File: src/rtl/sram_io_pkg.sv
/*
 * SRAM I/O controller shared definitions
 * Bus and SRAM widths, control and status bit positions,
 * transfer mode, shifter opcode and FSM state encodings,
 * and the structs carried between the host side and the chip.
 */

package sram_io_pkg;

    // ------------------------------------------------------------------
    // Widths
    // ------------------------------------------------------------------
    localparam int AVS_WIDTH  = 32;                      // Host bus word
    localparam int ADDR_WIDTH = 10;
    localparam int DATA_WIDTH = 8;
    localparam int WORD_WIDTH = ADDR_WIDTH + DATA_WIDTH; // Serial word, 18 bits
    localparam int ADC_WIDTH  = 10;
    localparam int CNT_WIDTH  = 5;

    // Count preset for one serial word
    localparam logic [CNT_WIDTH-1:0] CNT_LOAD = CNT_WIDTH'(WORD_WIDTH - 1);

    // ------------------------------------------------------------------
    // Control word bits
    // ------------------------------------------------------------------
    localparam int IDX_CTRL_BGN  = 0;
    localparam int IDX_CTRL_LOAD = 1;   // One-shot
    localparam int IDX_CTRL_MOD0 = 2;
    localparam int IDX_CTRL_MOD1 = 3;
    localparam int IDX_APP_DONE  = 4;
    localparam int IDX_CPU_BGN   = 5;   // One-shot
    localparam int IDX_RST_N     = 6;
    localparam int IDX_CPU_WAIT  = 7;

    // Status word bits
    localparam int IDX_CTRL_RDY  = 0;
    localparam int IDX_NXT_END   = 1;
    localparam int IDX_NXT_CONT  = 2;
    localparam int IDX_APP_START = 3;

    // ------------------------------------------------------------------
    // Encodings
    // ------------------------------------------------------------------
    typedef enum logic [1:0] {
        MODE_TO_CHIP      = 2'b00,  // Serial write to chip
        MODE_SRAM_TO_CTRL = 2'b01,  // Chip internal
        MODE_FROM_CHIP    = 2'b10,  // Serial read from chip
        MODE_CTRL_TO_SRAM = 2'b11   // Chip internal
    } xfer_mode_e;

    typedef enum logic [1:0] {
        OP_HOLD  = 2'b00,
        OP_LOAD  = 2'b01,
        OP_SHIFT = 2'b10
    } shift_op_e;

    typedef enum logic [1:0] {
        ST_IDLE      = 2'b00,
        ST_SHIFT_OUT = 2'b01,
        ST_SHIFT_IN  = 2'b10
    } xfer_state_e;

    // Address sits above data, data leaves the chip port first
    typedef struct packed {
        logic [ADDR_WIDTH-1:0] addr;
        logic [DATA_WIDTH-1:0] data;
    } sram_word_t;

    typedef struct packed {
        logic cpu_bgn;
        logic ctrl_bgn;
        logic ctrl_mod0;
        logic ctrl_mod1;
        logic ctrl_load;
        logic cpu_wait;
        logic app_done;
        logic rst_n;
    } chip_ctrl_t;

    typedef struct packed {
        logic ctrl_rdy;
        logic nxt_end;
        logic nxt_cont;
        logic app_start;
    } chip_stat_t;

endpackage
File: src/rtl/sram_io_ctrl.sv
/*
 * SRAM I/O controller top level
 * Host-side control of a test chip's instruction SRAM port.
 * Joins the register file, the transfer FSM, the bit counter
 * and the serial word shifter.
 */

`timescale 1ns/100ps

module sram_io_ctrl (
    input  logic                                csi_clk,
    input  logic                                rsi_reset_n,

    // Host bus
    input  logic [sram_io_pkg::AVS_WIDTH-1:0]   avs_cpuctrl_writedata,
    input  logic                                avs_cpuctrl_write,
    input  logic [sram_io_pkg::AVS_WIDTH-1:0]   avs_sram_addr_writedata,
    input  logic                                avs_sram_addr_write,
    input  logic [sram_io_pkg::AVS_WIDTH-1:0]   avs_sram_data_writedata,
    input  logic                                avs_sram_data_write,
    input  logic [sram_io_pkg::AVS_WIDTH-1:0]   avs_adc_writedata,
    input  logic                                avs_adc_write,
    output logic [sram_io_pkg::AVS_WIDTH-1:0]   avs_cpustat_readdata,
    output logic [sram_io_pkg::AVS_WIDTH-1:0]   avs_sram_addr_readdata,
    output logic [sram_io_pkg::AVS_WIDTH-1:0]   avs_sram_data_readdata,

    // Chip side
    output sram_io_pkg::chip_ctrl_t             chip_ctrl,
    output logic [sram_io_pkg::ADC_WIDTH-1:0]   chip_adc_value,
    output logic                                chip_si,
    input  sram_io_pkg::chip_stat_t             chip_stat,
    input  logic                                chip_so
);

    sram_io_pkg::sram_word_t  tx_word;
    sram_io_pkg::sram_word_t  rx_word;
    sram_io_pkg::xfer_mode_e  xfer_mode;
    sram_io_pkg::shift_op_e   shift_op;
    logic                     load_pulse;
    logic                     cnt_load;
    logic                     cnt_dec;
    logic                     cnt_zero;

    // ------------------------------------------------------------------
    // Host registers
    // ------------------------------------------------------------------
    host_regs u_host_regs (
        .csi_clk             (csi_clk),
        .rsi_reset_n         (rsi_reset_n),
        .cpuctrl_writedata   (avs_cpuctrl_writedata),
        .cpuctrl_write       (avs_cpuctrl_write),
        .sram_addr_writedata (avs_sram_addr_writedata),
        .sram_addr_write     (avs_sram_addr_write),
        .sram_data_writedata (avs_sram_data_writedata),
        .sram_data_write     (avs_sram_data_write),
        .adc_writedata       (avs_adc_writedata),
        .adc_write           (avs_adc_write),
        .chip_stat           (chip_stat),
        .chip_ctrl           (chip_ctrl),
        .adc_value           (chip_adc_value),
        .cpustat_readdata    (avs_cpustat_readdata),
        .tx_word             (tx_word),
        .load_pulse          (load_pulse),
        .xfer_mode           (xfer_mode)
    );

    // ------------------------------------------------------------------
    // Serial transfer path
    // ------------------------------------------------------------------
    serial_xfer_fsm u_serial_xfer_fsm (
        .csi_clk     (csi_clk),
        .rsi_reset_n (rsi_reset_n),
        .load_pulse  (load_pulse),
        .xfer_mode   (xfer_mode),
        .cnt_zero    (cnt_zero),
        .shift_op    (shift_op),
        .cnt_load    (cnt_load),
        .cnt_dec     (cnt_dec)
    );

    bit_counter u_bit_counter (
        .csi_clk     (csi_clk),
        .rsi_reset_n (rsi_reset_n),
        .cnt_load    (cnt_load),
        .cnt_dec     (cnt_dec),
        .cnt_zero    (cnt_zero)
    );

    sram_word_shifter u_sram_word_shifter (
        .csi_clk     (csi_clk),
        .rsi_reset_n (rsi_reset_n),
        .shift_op    (shift_op),
        .tx_word     (tx_word),
        .ctrl_so     (chip_so),
        .ctrl_si     (chip_si),
        .rx_word     (rx_word)
    );

    // Readback of the last serial word, zero extended
    assign avs_sram_addr_readdata = {{(sram_io_pkg::AVS_WIDTH - sram_io_pkg::ADDR_WIDTH){1'b0}},
                                     rx_word.addr};
    assign avs_sram_data_readdata = {{(sram_io_pkg::AVS_WIDTH - sram_io_pkg::DATA_WIDTH){1'b0}},
                                     rx_word.data};

endmodule

File: src/rtl/sram_word_shifter.sv
/*
 * SRAM word shifter
 * 18-bit register with parallel load from the host registers
 * and right shift, LSB out to the chip and chip data in at
 * the MSB.
 */

`timescale 1ns/100ps

module sram_word_shifter (
    input  logic                    csi_clk,
    input  logic                    rsi_reset_n,
    input  sram_io_pkg::shift_op_e  shift_op,
    input  sram_io_pkg::sram_word_t tx_word,
    input  logic                    ctrl_so,
    output logic                    ctrl_si,
    output sram_io_pkg::sram_word_t rx_word
);

    sram_io_pkg::sram_word_t word_q;

    // ------------------------------------------------------------------
    // Shift register
    // ------------------------------------------------------------------
    always_ff @(posedge csi_clk)
    begin
        if (!rsi_reset_n)
        begin
            word_q <= '0;
        end
        else
        begin
            case (shift_op)
                sram_io_pkg::OP_LOAD:
                begin
                    word_q <= tx_word;
                end
                sram_io_pkg::OP_SHIFT:
                begin
                    // Chip bit enters at the top, ends at bit 0 after a full word
                    word_q <= {ctrl_so, word_q[sram_io_pkg::WORD_WIDTH-1:1]};
                end
                default:
                begin
                    word_q <= word_q;     // Hold
                end
            endcase
        end
    end

    assign ctrl_si = word_q[0];           // Data LSB leaves first
    assign rx_word = word_q;

endmodule

File: src/rtl/bit_counter.sv
/*
 * Bit counter
 * Down counter that times the bits of one serial word and
 * flags when the count is exhausted.
 */

`timescale 1ns/100ps

module bit_counter (
    input  logic csi_clk,
    input  logic rsi_reset_n,
    input  logic cnt_load,
    input  logic cnt_dec,
    output logic cnt_zero
);

    logic [sram_io_pkg::CNT_WIDTH-1:0] count_q;

    always_ff @(posedge csi_clk)
    begin
        if (!rsi_reset_n)
            count_q <= '0;
        else if (cnt_load)
            count_q <= sram_io_pkg::CNT_LOAD;   // Word length minus one
        else if (cnt_dec)
            count_q <= count_q - 1'b1;
    end

    assign cnt_zero = (count_q == '0);

    // The FSM must stop stepping once the word is done
    a_no_underflow: assert property (@(posedge csi_clk) disable iff (!rsi_reset_n)
        cnt_dec |-> !cnt_zero);

endmodule

File: src/rtl/serial_xfer_fsm.sv
/*
 * Serial transfer FSM
 * Starts a shift-out or shift-in on a load pulse in a serial
 * mode, then steps the shifter and the bit counter until the
 * count runs out.
 */

`timescale 1ns/100ps

module serial_xfer_fsm (
    input  logic                     csi_clk,
    input  logic                     rsi_reset_n,
    input  logic                     load_pulse,
    input  sram_io_pkg::xfer_mode_e  xfer_mode,
    input  logic                     cnt_zero,
    output sram_io_pkg::shift_op_e   shift_op,
    output logic                     cnt_load,
    output logic                     cnt_dec
);

    sram_io_pkg::xfer_state_e state_q;
    sram_io_pkg::xfer_state_e state_d;

    // ------------------------------------------------------------------
    // State register
    // ------------------------------------------------------------------
    always_ff @(posedge csi_clk)
    begin
        if (!rsi_reset_n)
            state_q <= sram_io_pkg::ST_IDLE;
        else
            state_q <= state_d;
    end

    // ------------------------------------------------------------------
    // Next state and controls
    // ------------------------------------------------------------------
    always_comb
    begin
        state_d  = state_q;
        shift_op = sram_io_pkg::OP_HOLD;
        cnt_load = 1'b0;
        cnt_dec  = 1'b0;

        case (state_q)
            sram_io_pkg::ST_IDLE:
            begin
                // Chip-internal modes leave the shifter alone
                if (load_pulse && xfer_mode == sram_io_pkg::MODE_TO_CHIP)
                begin
                    shift_op = sram_io_pkg::OP_LOAD;    // Bit 0 goes out next cycle
                    cnt_load = 1'b1;
                    state_d  = sram_io_pkg::ST_SHIFT_OUT;
                end
                else if (load_pulse && xfer_mode == sram_io_pkg::MODE_FROM_CHIP)
                begin
                    shift_op = sram_io_pkg::OP_SHIFT;   // Bit 0 is already on ctrl_so
                    cnt_load = 1'b1;
                    state_d  = sram_io_pkg::ST_SHIFT_IN;
                end
            end

            sram_io_pkg::ST_SHIFT_OUT,
            sram_io_pkg::ST_SHIFT_IN:
            begin
                // Load pulses are ignored until the word is done
                if (!cnt_zero)
                begin
                    shift_op = sram_io_pkg::OP_SHIFT;
                    cnt_dec  = 1'b1;
                end
                else
                begin
                    state_d = sram_io_pkg::ST_IDLE;
                end
            end

            default:
            begin
                state_d = sram_io_pkg::ST_IDLE;
            end
        endcase
    end

    // A new word never restarts the counter mid-transfer
    a_load_only_idle: assert property (@(posedge csi_clk) disable iff (!rsi_reset_n)
        cnt_load |-> state_q == sram_io_pkg::ST_IDLE);

endmodule

File: src/rtl/host_regs.sv
/*
 * Host register file
 * Decodes the control word into chip levels and one-shot pulses,
 * keeps the SRAM address, SRAM data and ADC registers, and packs
 * the chip status inputs into the status word.
 */

`timescale 1ns/100ps

module host_regs (
    input  logic                                   csi_clk,
    input  logic                                   rsi_reset_n,
    input  logic [sram_io_pkg::AVS_WIDTH-1:0]      cpuctrl_writedata,
    input  logic                                   cpuctrl_write,
    input  logic [sram_io_pkg::AVS_WIDTH-1:0]      sram_addr_writedata,
    input  logic                                   sram_addr_write,
    input  logic [sram_io_pkg::AVS_WIDTH-1:0]      sram_data_writedata,
    input  logic                                   sram_data_write,
    input  logic [sram_io_pkg::AVS_WIDTH-1:0]      adc_writedata,
    input  logic                                   adc_write,
    input  sram_io_pkg::chip_stat_t                chip_stat,
    output sram_io_pkg::chip_ctrl_t                chip_ctrl,
    output logic [sram_io_pkg::ADC_WIDTH-1:0]      adc_value,
    output logic [sram_io_pkg::AVS_WIDTH-1:0]      cpustat_readdata,
    output sram_io_pkg::sram_word_t                tx_word,
    output logic                                   load_pulse,
    output sram_io_pkg::xfer_mode_e                xfer_mode
);

    logic                                cpuctrl_write_q;   // Write seen last cycle
    logic                                first_write;
    logic                                cpu_bgn_q;
    logic                                ctrl_load_q;
    logic                                ctrl_bgn_q;
    logic                                app_done_q;
    logic                                rst_n_q;
    logic                                cpu_wait_q;
    logic [1:0]                          mode_q;            // {MOD1, MOD0}
    logic [sram_io_pkg::ADDR_WIDTH-1:0]  addr_q;
    logic [sram_io_pkg::DATA_WIDTH-1:0]  data_q;
    logic [sram_io_pkg::ADC_WIDTH-1:0]   adc_q;

    // Only the first cycle of a write burst may fire a pulse
    assign first_write = cpuctrl_write && !cpuctrl_write_q;

    // ------------------------------------------------------------------
    // Control word decode and one-shots
    // ------------------------------------------------------------------
    always_ff @(posedge csi_clk)
    begin
        if (!rsi_reset_n)
        begin
            cpuctrl_write_q <= 1'b0;
            cpu_bgn_q       <= 1'b0;
            ctrl_load_q     <= 1'b0;
            ctrl_bgn_q      <= 1'b0;
            app_done_q      <= 1'b0;
            rst_n_q         <= 1'b0;  // Chip held in reset until released
            cpu_wait_q      <= 1'b0;
            mode_q          <= 2'b00;
            adc_q           <= '0;
        end
        else
        begin
            cpuctrl_write_q <= cpuctrl_write;
            cpu_bgn_q   <= first_write && cpuctrl_writedata[sram_io_pkg::IDX_CPU_BGN];
            ctrl_load_q <= first_write && cpuctrl_writedata[sram_io_pkg::IDX_CTRL_LOAD];

            if (cpuctrl_write)
            begin
                ctrl_bgn_q <= cpuctrl_writedata[sram_io_pkg::IDX_CTRL_BGN];
                app_done_q <= cpuctrl_writedata[sram_io_pkg::IDX_APP_DONE];
                rst_n_q    <= cpuctrl_writedata[sram_io_pkg::IDX_RST_N];
                cpu_wait_q <= cpuctrl_writedata[sram_io_pkg::IDX_CPU_WAIT];
                mode_q     <= {cpuctrl_writedata[sram_io_pkg::IDX_CTRL_MOD1],
                               cpuctrl_writedata[sram_io_pkg::IDX_CTRL_MOD0]};
            end

            if (adc_write)
                adc_q <= adc_writedata[sram_io_pkg::ADC_WIDTH-1:0];
        end
    end

    // SRAM word payload
    always_ff @(posedge csi_clk)
    begin
        if (sram_addr_write)
            addr_q <= sram_addr_writedata[sram_io_pkg::ADDR_WIDTH-1:0];
        if (sram_data_write)
            data_q <= sram_data_writedata[sram_io_pkg::DATA_WIDTH-1:0];
    end

    // ------------------------------------------------------------------
    // Outputs
    // ------------------------------------------------------------------
    always_comb
    begin
        chip_ctrl.cpu_bgn   = cpu_bgn_q;
        chip_ctrl.ctrl_bgn  = ctrl_bgn_q;
        chip_ctrl.ctrl_mod0 = mode_q[0];
        chip_ctrl.ctrl_mod1 = mode_q[0] ? mode_q[1] : 1'b0;  // Serial modes show 00
        chip_ctrl.ctrl_load = ctrl_load_q;
        chip_ctrl.cpu_wait  = cpu_wait_q;
        chip_ctrl.app_done  = app_done_q;
        chip_ctrl.rst_n     = rst_n_q;
    end

    always_comb
    begin
        cpustat_readdata = '0;
        cpustat_readdata[sram_io_pkg::IDX_CTRL_RDY]  = chip_stat.ctrl_rdy;
        cpustat_readdata[sram_io_pkg::IDX_NXT_END]   = chip_stat.nxt_end;
        cpustat_readdata[sram_io_pkg::IDX_NXT_CONT]  = chip_stat.nxt_cont;
        cpustat_readdata[sram_io_pkg::IDX_APP_START] = chip_stat.app_start;
    end

    assign adc_value    = adc_q;
    assign tx_word.addr = addr_q;
    assign tx_word.data = data_q;
    assign load_pulse   = ctrl_load_q;
    assign xfer_mode    = sram_io_pkg::xfer_mode_e'(mode_q);

    // Pulses last a single cycle even under a write burst
    a_cpu_bgn_one_shot: assert property (@(posedge csi_clk) disable iff (!rsi_reset_n)
        cpu_bgn_q |=> !cpu_bgn_q);
    a_load_one_shot: assert property (@(posedge csi_clk) disable iff (!rsi_reset_n)
        ctrl_load_q |=> !ctrl_load_q);

endmodule

File: config.mk
export PLATFORM = sky130hd
export DESIGN_NAME = sram_io_ctrl
export DESIGN_NICKNAME = d
export VERILOG_FILES = /design/src/rtl/sram_io_pkg.sv /design/src/rtl/sram_io_ctrl.sv /design/src/rtl/sram_word_shifter.sv /design/src/rtl/bit_counter.sv /design/src/rtl/serial_xfer_fsm.sv /design/src/rtl/host_regs.sv
export SDC_FILE = /design/constraint.sdc
export NUM_CORES = 1
export LEC_CHECK = 0
export BUFFER_PORTS_ARGS = -buffer_cell sky130_fd_sc_hd__buf_4
export CAP_MARGIN = 5
export CORE_AREA = 2 2 99 101
export CTS_CLUSTER_DIAMETER = 120
export DETAILED_ROUTE_END_ITERATION = 10
export DIE_AREA = 0 0 101 103
export GPL_TIMING_DRIVEN = 1
export PLACE_DENSITY = 0.73
export SETUP_SLACK_MARGIN = 0.3
export SLEW_MARGIN = 10
export SYNTH_ARGS = -nofsm -noshare
export SYNTH_HDL_FRONTEND = slang
export SYNTH_HIERARCHICAL = 1
export SYNTH_SLANG_ARGS = --single-unit
File: constraint.sdc
create_clock -name csi_clk -period 6.95 [get_ports csi_clk]
set_clock_uncertainty 0.15 [all_clocks]
set_input_delay 1.39 -clock csi_clk [delete_from_list [all_inputs] [get_ports csi_clk]]
set_output_delay 1.39 -clock csi_clk [all_outputs]
set_load 0.01 [all_outputs]
After elaboration in Yosys (flattened, before gate mapping). Index checks and enable logic that the tools add are counted. Widths: inputs -> output; s select.

Flip-flop bits (word level): 62. Logic and storage cells: 56. Input bits: 139.

Bitwise gates (word level): 1. Add/subtract/negate cells: 1. Reductions and logical operators: 14. Eq/ne operators: 7. Muxes and demuxes: 17.

Operators with widths (number): $pmux 18 s2 (1); $mux 2 (6); $mux 5 (2); $pmux 2 s2 (2); $eq 2x2->1 const B (3); $mux 1 (6); $logic_and 1x1->1 (5); $logic_not 5->1 (1); $sub 5x1->5 const B (1); $eq 2x1->1 const B (2); $logic_not 2->1 (2); $reduce_bool 2->1 (2); $reduce_or 2->1 (2); $ne 3x1->1 const B (1); $ne 2x1->1 const B (1); $reduce_and 2->1 (1); $logic_not 1->1 (1); $not 1->1 (1).

Longest topological paths before layout. Gate-level depths: netlist of the first run.

Word-level depth: 7. Gate-level depth with buffers: 10. Gate-level depth less buffers: 8.

Cells and area by module. Netlist of the first run, hierarchy kept.

Modules (own cells, without submodules): host_regs (area each 1534.0 um^2, times used 1, seq. area each 920.9 um^2, cells an instance 117); sram_word_shifter (area each 985.9 um^2, times used 1, seq. area each 360.3 um^2, cells an instance 82); sram_io_ctrl (area each 349.1 um^2, times used 1, seq. area each 0.0 um^2, cells an instance 47); bit_counter (area each 232.7 um^2, times used 1, seq. area each 100.1 um^2, cells an instance 23); serial_xfer_fsm (area each 192.7 um^2, times used 1, seq. area each 40.0 um^2, cells an instance 23).

Least setup slack after synthesis of the first run. No wires, ideal clock.

Path kind: input to output. From: input chip_stat[3] in the netlist's numbering. To: output avs_cpustat_readdata[0] in the netlist's numbering. Stages: 1. Path slack: 3901 ps. Arrival time: 1509 ps. Data required time: 5410 ps. Cell sequence: buf_4.

RTL lines: from (decl) (RTL line sram_io_ctrl.sv:31) `input sram_io_pkg::chip_stat_t chip_stat,`; to (decl) (RTL line sram_io_ctrl.sv:23) `output logic [sram_io_pkg::AVS_WIDTH-1:0] avs_cpustat_readdata,`.

No word-level cell between the ends.

Worst setup path after layout of the first run.
From: register u_bit_counter/count_q[0] in the netlist's numbering. To: register u_sram_word_shifter.word_q (netlist bit u_sram_word_shifter/rx_word[1]).

Word-level cells in the longest chain between the ends: 5.

Ends and longest elaborated chain: from (decl) (RTL line bit_counter.sv:17) `logic [sram_io_pkg::CNT_WIDTH-1:0] count_q;`; from (signal assigned) (RTL line bit_counter.sv:24) `count_q <= sram_io_pkg::CNT_LOAD;`; from (signal assigned) (RTL line bit_counter.sv:26) `count_q <= count_q - 1'b1;`; $logic_not 5->1 * (RTL line bit_counter.sv:29) `assign cnt_zero = (count_q == '0);`; net cnt_zero (RTL line sram_io_ctrl.sv:42) `logic cnt_zero;`; $mux 2 * (RTL line serial_xfer_fsm.sv:67) `if (!cnt_zero)`; $pmux 2 s2 * (RTL line serial_xfer_fsm.sv:45) `case (state_q)`; net shift_op[1] (RTL line sram_io_ctrl.sv:38) `sram_io_pkg::shift_op_e shift_op;`; $eq 2x2->1 or $eq 2x1->1 (tied branches) (RTL line sram_word_shifter.sv:33) `case (shift_op)`; $pmux 18 s2 or $reduce_bool 2->1 (tied branches); to (signal assigned) (RTL line sram_word_shifter.sv:36) `word_q <= tx_word;`; to (signal assigned) (RTL line sram_word_shifter.sv:41) `word_q <= {ctrl_so, word_q[sram_io_pkg::WORD_WIDTH-1:1]};`; to (signal assigned) (RTL line sram_word_shifter.sv:45) `word_q <= word_q;`; to (decl) (RTL line sram_word_shifter.sv:20) `sram_io_pkg::sram_word_t word_q;`.

Mark *: on every way through the listed nets, which the timed path passes. The rest lies on a longest branch. A chain may end at the register's enable or synchronous reset.

==> results of run 1 <==
[sequential cells by signal, indices dropped and copies added, names as in the netlist]
name	flops
u_host_regs/rst_n_q	1
u_host_regs/cpu_bgn_q	1
u_sram_word_shifter/ctrl_si	1
u_host_regs/data_q	8
u_host_regs/cpuctrl_write_q	1
u_host_regs/load_pulse	1
u_serial_xfer_fsm/state_q	2
u_host_regs/adc_value	10
u_host_regs/app_done_q	1
u_bit_counter/count_q	5
u_host_regs/addr_q	10
u_host_regs/cpu_wait_q	1
u_sram_word_shifter/rx_word	17
u_host_regs/ctrl_bgn_q	1
u_host_regs/xfer_mode	2
[where the power goes]
group	internal, W	switching, W	total, W
registers	0.000397	0.0000133	0.000410
logic	0.0000658	0.0000614	0.000127
clock network	0.000166	0.000140	0.000307
[routing by layer]
layer	share of wire	vias up	track usage
li1	-	957	-
met1	0.40	952	0.1186
met2	0.48	120	0.1846
met3	0.11	10	0.05627
met4	0.013	0	0.05405
met5	0	-	0
[worst register-to-register path: cells and delay by family, from the launching register on]
kind                     cells  cell delay, ps
multiplexers                 1             430
AND/OR/NAND/NOR              2             310
flip-flops                   1             390
buffers and inverters        1              70
AO/OA/AOI/OAI                2             330
adder cells (fa/ha/maj)      2            1150
[how the worst max path moves through the flow]
| stage | to | startpoint | cells after the start |
|---|---|---|---|
| floorplan | avs_cpustat_readdata[0] | chip_stat[3] | 1 |
| detailed placement | u_sram_word_shifter/rx_word[13] | u_bit_counter/count_q[0] | 8 |
| global placement | u_sram_word_shifter/rx_word[13] | u_bit_counter/count_q[0] | 8 |
| finish | u_sram_word_shifter/rx_word[1] | u_bit_counter/count_q[0] | 8 |
| global route | u_sram_word_shifter/rx_word[17] | u_bit_counter/count_q[0] | 8 |
| CTS | u_sram_word_shifter/rx_word[13] | u_bit_counter/count_q[0] | 8 |
[kinds of logic (layout without fill, tap and decap cells)]
| logic type | Yosys count | count (layout) |
|---|---|---|
| buffers and inverters | 104 | 103 |
| DFF | 62 | 62 |
| and+or+nand+nor | 58 | 58 |
| muxes | 34 | 34 |
| AOI/OAI and AO/OA | 25 | 25 |
| adders and majority gates | 4 | 4 |
| xor gates and xnor gates | 3 | 3 |
| other | 2 | 74 |
[layout by cell type (no fill, tap or decap), types with 2 or more instances in the layout]
cell type                  netlist  layout
sky130_fd_sc_hd__dfxtp_1        44      44
sky130_fd_sc_hd__mux2i_1        16      16
sky130_fd_sc_hd__a31oi_1         2       2
sky130_fd_sc_hd__edfxtp_1       18      18
sky130_fd_sc_hd__inv_1           8       8
sky130_fd_sc_hd__xor2_1          2       2
sky130_fd_sc_hd__nor2b_1        16      16
sky130_fd_sc_hd__nand2b_1        9       9
sky130_fd_sc_hd__o31a_1          2       2
sky130_fd_sc_hd__mux2_2          8       8
sky130_fd_sc_hd__clkinv_4        0       2
sky130_fd_sc_hd__nor3b_1         2       2
sky130_fd_sc_hd__nor2_1          3       3
sky130_fd_sc_hd__clkbuf_8        0       9
sky130_fd_sc_hd__o211a_1        18      18
sky130_fd_sc_hd__or2b_1         10      10
sky130_fd_sc_hd__mux2_4         10      10
sky130_fd_sc_hd__ha_1            4       4
sky130_fd_sc_hd__buf_4          87      79
sky130_fd_sc_hd__clkbuf_1        1       2
sky130_fd_sc_hd__nand3_1         3       3
sky130_fd_sc_hd__nand2_1         3       3
sky130_fd_sc_hd__conb_1          2      74
[final cells by class]
type | instances | area [um^2]
timing repair buffer | 79 | 593.1
clock buffer | 11 | 131.4
sequential | 62 | 1421
clock inverter | 5 | 60.06
multi-input combinational | 198 | 1384
fill | 913 | 5697
inverter | 8 | 30.03
tap | 114 | 142.6
[metrics by stage]
| step | instance area, um^2 | cells |
|---|---|---|
| 2_1_floorplan | 3565 | 364 |
| 5_1_grt | 3762 | 477 |
| 6_report | 3762 | 477 |
| 4_1_cts | 3762 | 477 |
| 3_5_place_dp | 3571 | 461 |
| 3_3_place_gp | 3571 | 461 |
==> reports/results.ini, run 1 <==
[die]
design.portCount=254
die_w_um=101
placeableCoreArea_um2=9459
initial_core_util=0.3483
floorplan.rows=36
die_y_um=103
design.die.area_um2=10400

[grt]
grt_remaining_overflow=0
grt_usage=0.1114
number_of_global_route_vias_before_repair=1884
initial_antenna_violation_count=0
grt_pass1_wl_mm=8.756
grt_start_max_net_pins=40

[synthesis]
largest_family_of_logic_cells_by_synthesized_area=buffers and inverters
combined_area_of_all_synthesized_cells_um2=3294
ys.flop_type=sky130_fd_sc_hd__dfxtp_1
synth_top_area_frac=0.2674
synthXorXnorAreaFrac=0.007976
synth_compound_area_frac=0.06988
synth.cells.most_frequent=87 x sky130_fd_sc_hd__buf_4, 44 x sky130_fd_sc_hd__dfxtp_1, 18 x sky130_fd_sc_hd__edfxtp_1, 18 x sky130_fd_sc_hd__o211a_1
synth_mux_area_frac=0.1215
ys.warnings.count=6
synthesis.instances=292
yosys.cell_count.top_type=sky130_fd_sc_hd__buf_4
asyncSetResetFlopFracSynth=0
postSynthAreaPerCell_um2=11.28
yosys-top-cells-area=sky130_fd_sc_hd__dfxtp_1 27%, sky130_fd_sc_hd__buf_4 20%, sky130_fd_sc_hd__edfxtp_1 16%
synth_simple_gate_area_frac=0.1212
synth-seq-cells=62
sequential_element_share_of_the_synthesized_area=0.4314
synth_cell_types=41
yosysTopAreaCell=sky130_fd_sc_hd__dfxtp_1
synth_edf_count=18
yosys.area_share.adder=0.01519

[timing]
final_max_slew_viol_count=0
fin_ws_ps=4017
fin_setup_tns_ps=0
finalHoldWorstSlack_ps=280.2
post-route-min-period_ps=2933
fin_crit_sh=0.4221
achievable-frequency_mhz=340.9
slew-limit-headroom=0.2392
hold_violations=0
setup_viol_count_final=0
worst_slew_pin_tran_ps=1141
rsz_0062_raised_after_global_routing=no

[clock_network]
cts_max_path_buffers=2
clock_insertion_delay_worst_skew_ps=340
clock_sink_count=62
cts_root_buffer=sky130_fd_sc_hd__clkbuf_8
cts_hold_repair.buffers=0
numCtsBuffers=9
cts_post_setup_buffers_inserted=0
cts_resized=0
htreeDepth=3
cts.clk_slew.worst_paths_ps=70
cts_tree=built

[min_path]
min_to=u_host_regs/cpu_bgn_q
class_of_the_tightest_hold_or_removal_check=reg -> reg
min_from=u_host_regs/cpuctrl_write_q
hold_path_depth=1

[setup_path]
r2r_end=u_sram_word_shifter/rx_word[1]
cp.arrival_ps=3010
timing.critical_path.buf_inv=1
critical_path.max_stage_delay_ps=930
setup.worst_path.end_class=flip-flop
worstReg2RegStart=u_bit_counter/count_q[0]
reg2regPathDepth=8
cp_max_stage_cell=sky130_fd_sc_hd__ha_1
worst_path_dominant_cell_family=adder cells
crit_required_ps=7020
rrSetupSlack_ps=4020
startpoint_type=flip-flop
critical-path-top-cell-by-count=sky130_fd_sc_hd__ha_1
timing.setup.critical_path_class=reg -> reg
crit_fanout=18
crit_chain=inv_1, ha_1, nor4b_1, nand2b_4, a21oi_1, ha_1, mux2_2, o211a_1

[final_layout]
syn2layout_area_growth_pct=14.20
finalCoreUtilization=0.3978
post_route_cells_drive_above_1_share=0.3251
nets=501
antenna_cells=0

[status]
status=finished, final reports clean

[placed_design]
globalplace.congestion=0.7776
placement.io_buffers=79
post-dp-hpwl_mm=4.184
dpl_worst_slack_ps=3979

[drt]
viasPerCell=4.275
antenna_left=0
finalWirelength_mm=5.880
via_count=2039
detail_route.wl_per_cell_um=12.33
residual_drc_count=0
initialDrtViolationCount=48
drt_first_pass_iters=4

[power]
power.static_leakage_nw=1.940
max-vdd-ir-drop_uv=102.3
power_w=0.0008437
power_density_nw_per_um2=224.3

[run]
max_cap_viol_count=0

Power figures use the tool's default switching activity.
==> inputs of run 2 (changes only) <==
CORE_AREA = not set   (was 2 2 99 101)
CORE_ASPECT_RATIO = 0.8   (was not set)
CORE_MARGIN = 2   (was not set)
CORE_UTILIZATION = 36   (was not set)
DIE_AREA = not set   (was 0 0 101 103)
PLACE_DENSITY = 0.77   (was 0.73)
clock period = 2.35 ns   (was 6.95 ns; I/O delays follow)
==> run 2 against run 1 <==
Effect of this change: combinational power grew to 3.3 times the previous value; final cell count is 4.0% higher; cell area is 11% higher; non-clock buffer count is 18 higher; clock power grew to 3.8 times the previous value; sequential share of layout area is 3.3 points lower; power grew to 3.3 times the previous value; sequential power grew to 3.0 times the previous value; worst setup slack worse by 3800 ps.
==> reports/results.ini, run 2 (synthesis results as in run 1) <==
[setup_path]
crit_fanout=4  ; -14
startpoint_type=flip-flop
setup.worst_path.end_class=flip-flop
critical-path-top-cell-by-count=sky130_fd_sc_hd__ha_4
cp.arrival_ps=2230  ; -780 ps
cp_max_stage_cell=sky130_fd_sc_hd__dfxtp_4
timing.setup.critical_path_class=reg -> reg
crit_required_ps=2410  ; -4610 ps
crit_chain=inv_2, ha_4, nor4b_4, nand2b_4, a21oi_4, ha_4, bufbuf_16, mux2_2, o211a_1
reg2regPathDepth=9  ; +1
critical_path.max_stage_delay_ps=350  ; -580 ps

[timing]
fin_setup_tns_ps=0  ; unchanged
setup_viol_count_final=0  ; unchanged
fin_ws_ps=182.3  ; -3834 ps
final_max_slew_viol_count=0  ; unchanged
fin_crit_sh=0.9224  ; +0.5004
achievable-frequency_mhz=461.3  ; +35%
post-route-min-period_ps=2168  ; -765.6 ps
hold_violations=0  ; unchanged
rsz_0062_raised_after_global_routing=yes

[final_layout]
syn2layout_area_growth_pct=26.24
largest_register_ff_count=17  ; unchanged
finish.instance_area_um2=4159  ; +11%
layout.cells.most_common=sky130_fd_sc_hd__buf_4
post_route_cells_drive_above_1_share=0.4016  ; +0.07651
antenna_cells=0  ; unchanged
finalCoreUtilization=0.4642  ; +0.06643
nets=519  ; +3.6%
final.fill_count=804  ; -12%
final_cell_mix=92 x sky130_fd_sc_hd__buf_4, 74 x sky130_fd_sc_hd__conb_1, 38 x sky130_fd_sc_hd__dfxtp_1

[clock_network]
cts_hold_repair.buffers=0  ; unchanged
clock_insertion_delay_worst_skew_ps=320  ; -20 ps
cts.clk_slew.worst_paths_ps=50  ; -20 ps
htreeDepth=3  ; unchanged
numCtsBuffers=9  ; unchanged
clock_sink_count=62  ; unchanged
cts_tree=built
cts_max_path_buffers=2  ; unchanged
cts_root_buffer=sky130_fd_sc_hd__clkbuf_16

[grt]
grt_remaining_overflow=0  ; unchanged
grt_usage=0.1204  ; +0.008916
initial_antenna_violation_count=0  ; unchanged
grt_pass1_wl_mm=9.218  ; +5.3%
grt_start_max_net_pins=40  ; unchanged
number_of_global_route_vias_before_repair=1953  ; +3.7%

[die]
die_w_um=111.0  ; +9.9%
die_y_um=89.56  ; -13%
design.die.area_um2=9937  ; -4.5%
placeableCoreArea_um2=8960  ; -5.3%
initial_core_util=0.3677  ; +0.01941
floorplan.rows=31  ; -14%
design.portCount=254  ; unchanged

[power]
max-vdd-ir-drop_uv=504.9  ; +390%
power.static_leakage_nw=2.119  ; +9.2%
power_density_nw_per_um2=678.0  ; +200%

[drt]
initialDrtViolationCount=47  ; -2.1%
finalWirelength_mm=6.184  ; +5.2%
residual_drc_count=0  ; unchanged
via_count=2073  ; +1.7%
viasPerCell=4.179  ; -2.2%
drt_first_pass_iters=4  ; unchanged
antenna_left=0  ; unchanged
detail_route.wl_per_cell_um=12.47  ; +1.1%

[placed_design]
dpl_worst_slack_ps=73.57  ; -3906 ps
globalplace.congestion=0.6897  ; -11%
post-dp-hpwl_mm=4.229  ; +1.1%
placed_area_um2=3652  ; +2.3%
placement.io_buffers=79  ; unchanged

[status]
status=finished, final reports clean

[min_path]
class_of_the_tightest_hold_or_removal_check=in -> reg
hold_path_depth=1  ; unchanged

[run]
max_cap_viol_count=0  ; unchanged

## run 2: cell count changes in the layout (fill, tap and decap cells not counted), sizes merged
cell and delta:
bufbuf +1, buf +16, clkbuf +1, clkinv +1
clkinvlp +1, bufinv -1, inv -1
## run 2: worst paths after layout
path              slack [ps]                     endpoint                        start
setup / recovery         180  u_sram_word_shifter/ctrl_si     u_bit_counter/count_q[0]
hold / removal           170        u_host_regs/data_q[6]   avs_sram_data_writedata[6]
setup reg to reg         180  u_sram_word_shifter/ctrl_si     u_bit_counter/count_q[0]
hold reg to reg          270       u_host_regs/load_pulse  u_host_regs/cpuctrl_write_q
## run 2: repair_timing
item	in CTS	in global routing
endpoints found under the setup margin	18	19
cloned	2	1
buffers inserted	5	5
gates resized for setup	9	13
pin swaps	3	2
## run 2: routing by layer
layer | vias to the layer above | GRT usage | wire length (um)
met5 | - | 0 | 0
met4 | 0 | 0.05000 | 65
met3 | 5 | 0.05017 | 572
met2 | 108 | 0.2119 | 3048
met1 | 968 | 0.1314 | 2498
li1 | 992 | - | -
## run 2: per-stage QoR
stage / instances / hold WS, ps / total power [W]
detailed placement: 467 / 273.1 / 0.001627
global placement: 467 / 273.1 / 0.001611
CTS: 490 / 160.7 / 0.002832
floorplan: 364 / 248.9 / 0.001577
finish: 496 / 171.2 / 0.002820
global route: 496 / 156.2 / 0.002945
## run 2: worst max-delay path: cells and delay by family (launching register included)
family                     cells  cell delay (ps)
muxes                          1              330
adders and majority gates      2              320
buffers and inverters          2              290
and+or+nand+nor                2              280
DFF                            1              350
AOI/OAI and AO/OA              2              350
## run 2: where the power goes
part	switching [W]	internal [W]	total (W)
Sequential	0.0000442	0.00118	0.00122
Combinational	0.000192	0.000230	0.000422
Clock	0.000446	0.000732	0.00118
## run 2: final cells by class
cell class | count | area [um^2] | share of cell area
Tap cell | 115 | 143.9 | 0.03460
Multi-Input combinational cell | 198 | 1469 | 0.3532
Inverter | 8 | 36.28 | 0.008724
Timing Repair Buffer | 97 | 807.0 | 0.1940
Clock inverter | 5 | 26.28 | 0.006318
Clock buffer | 11 | 242.7 | 0.05836
Sequential cell | 62 | 1434 | 0.3448
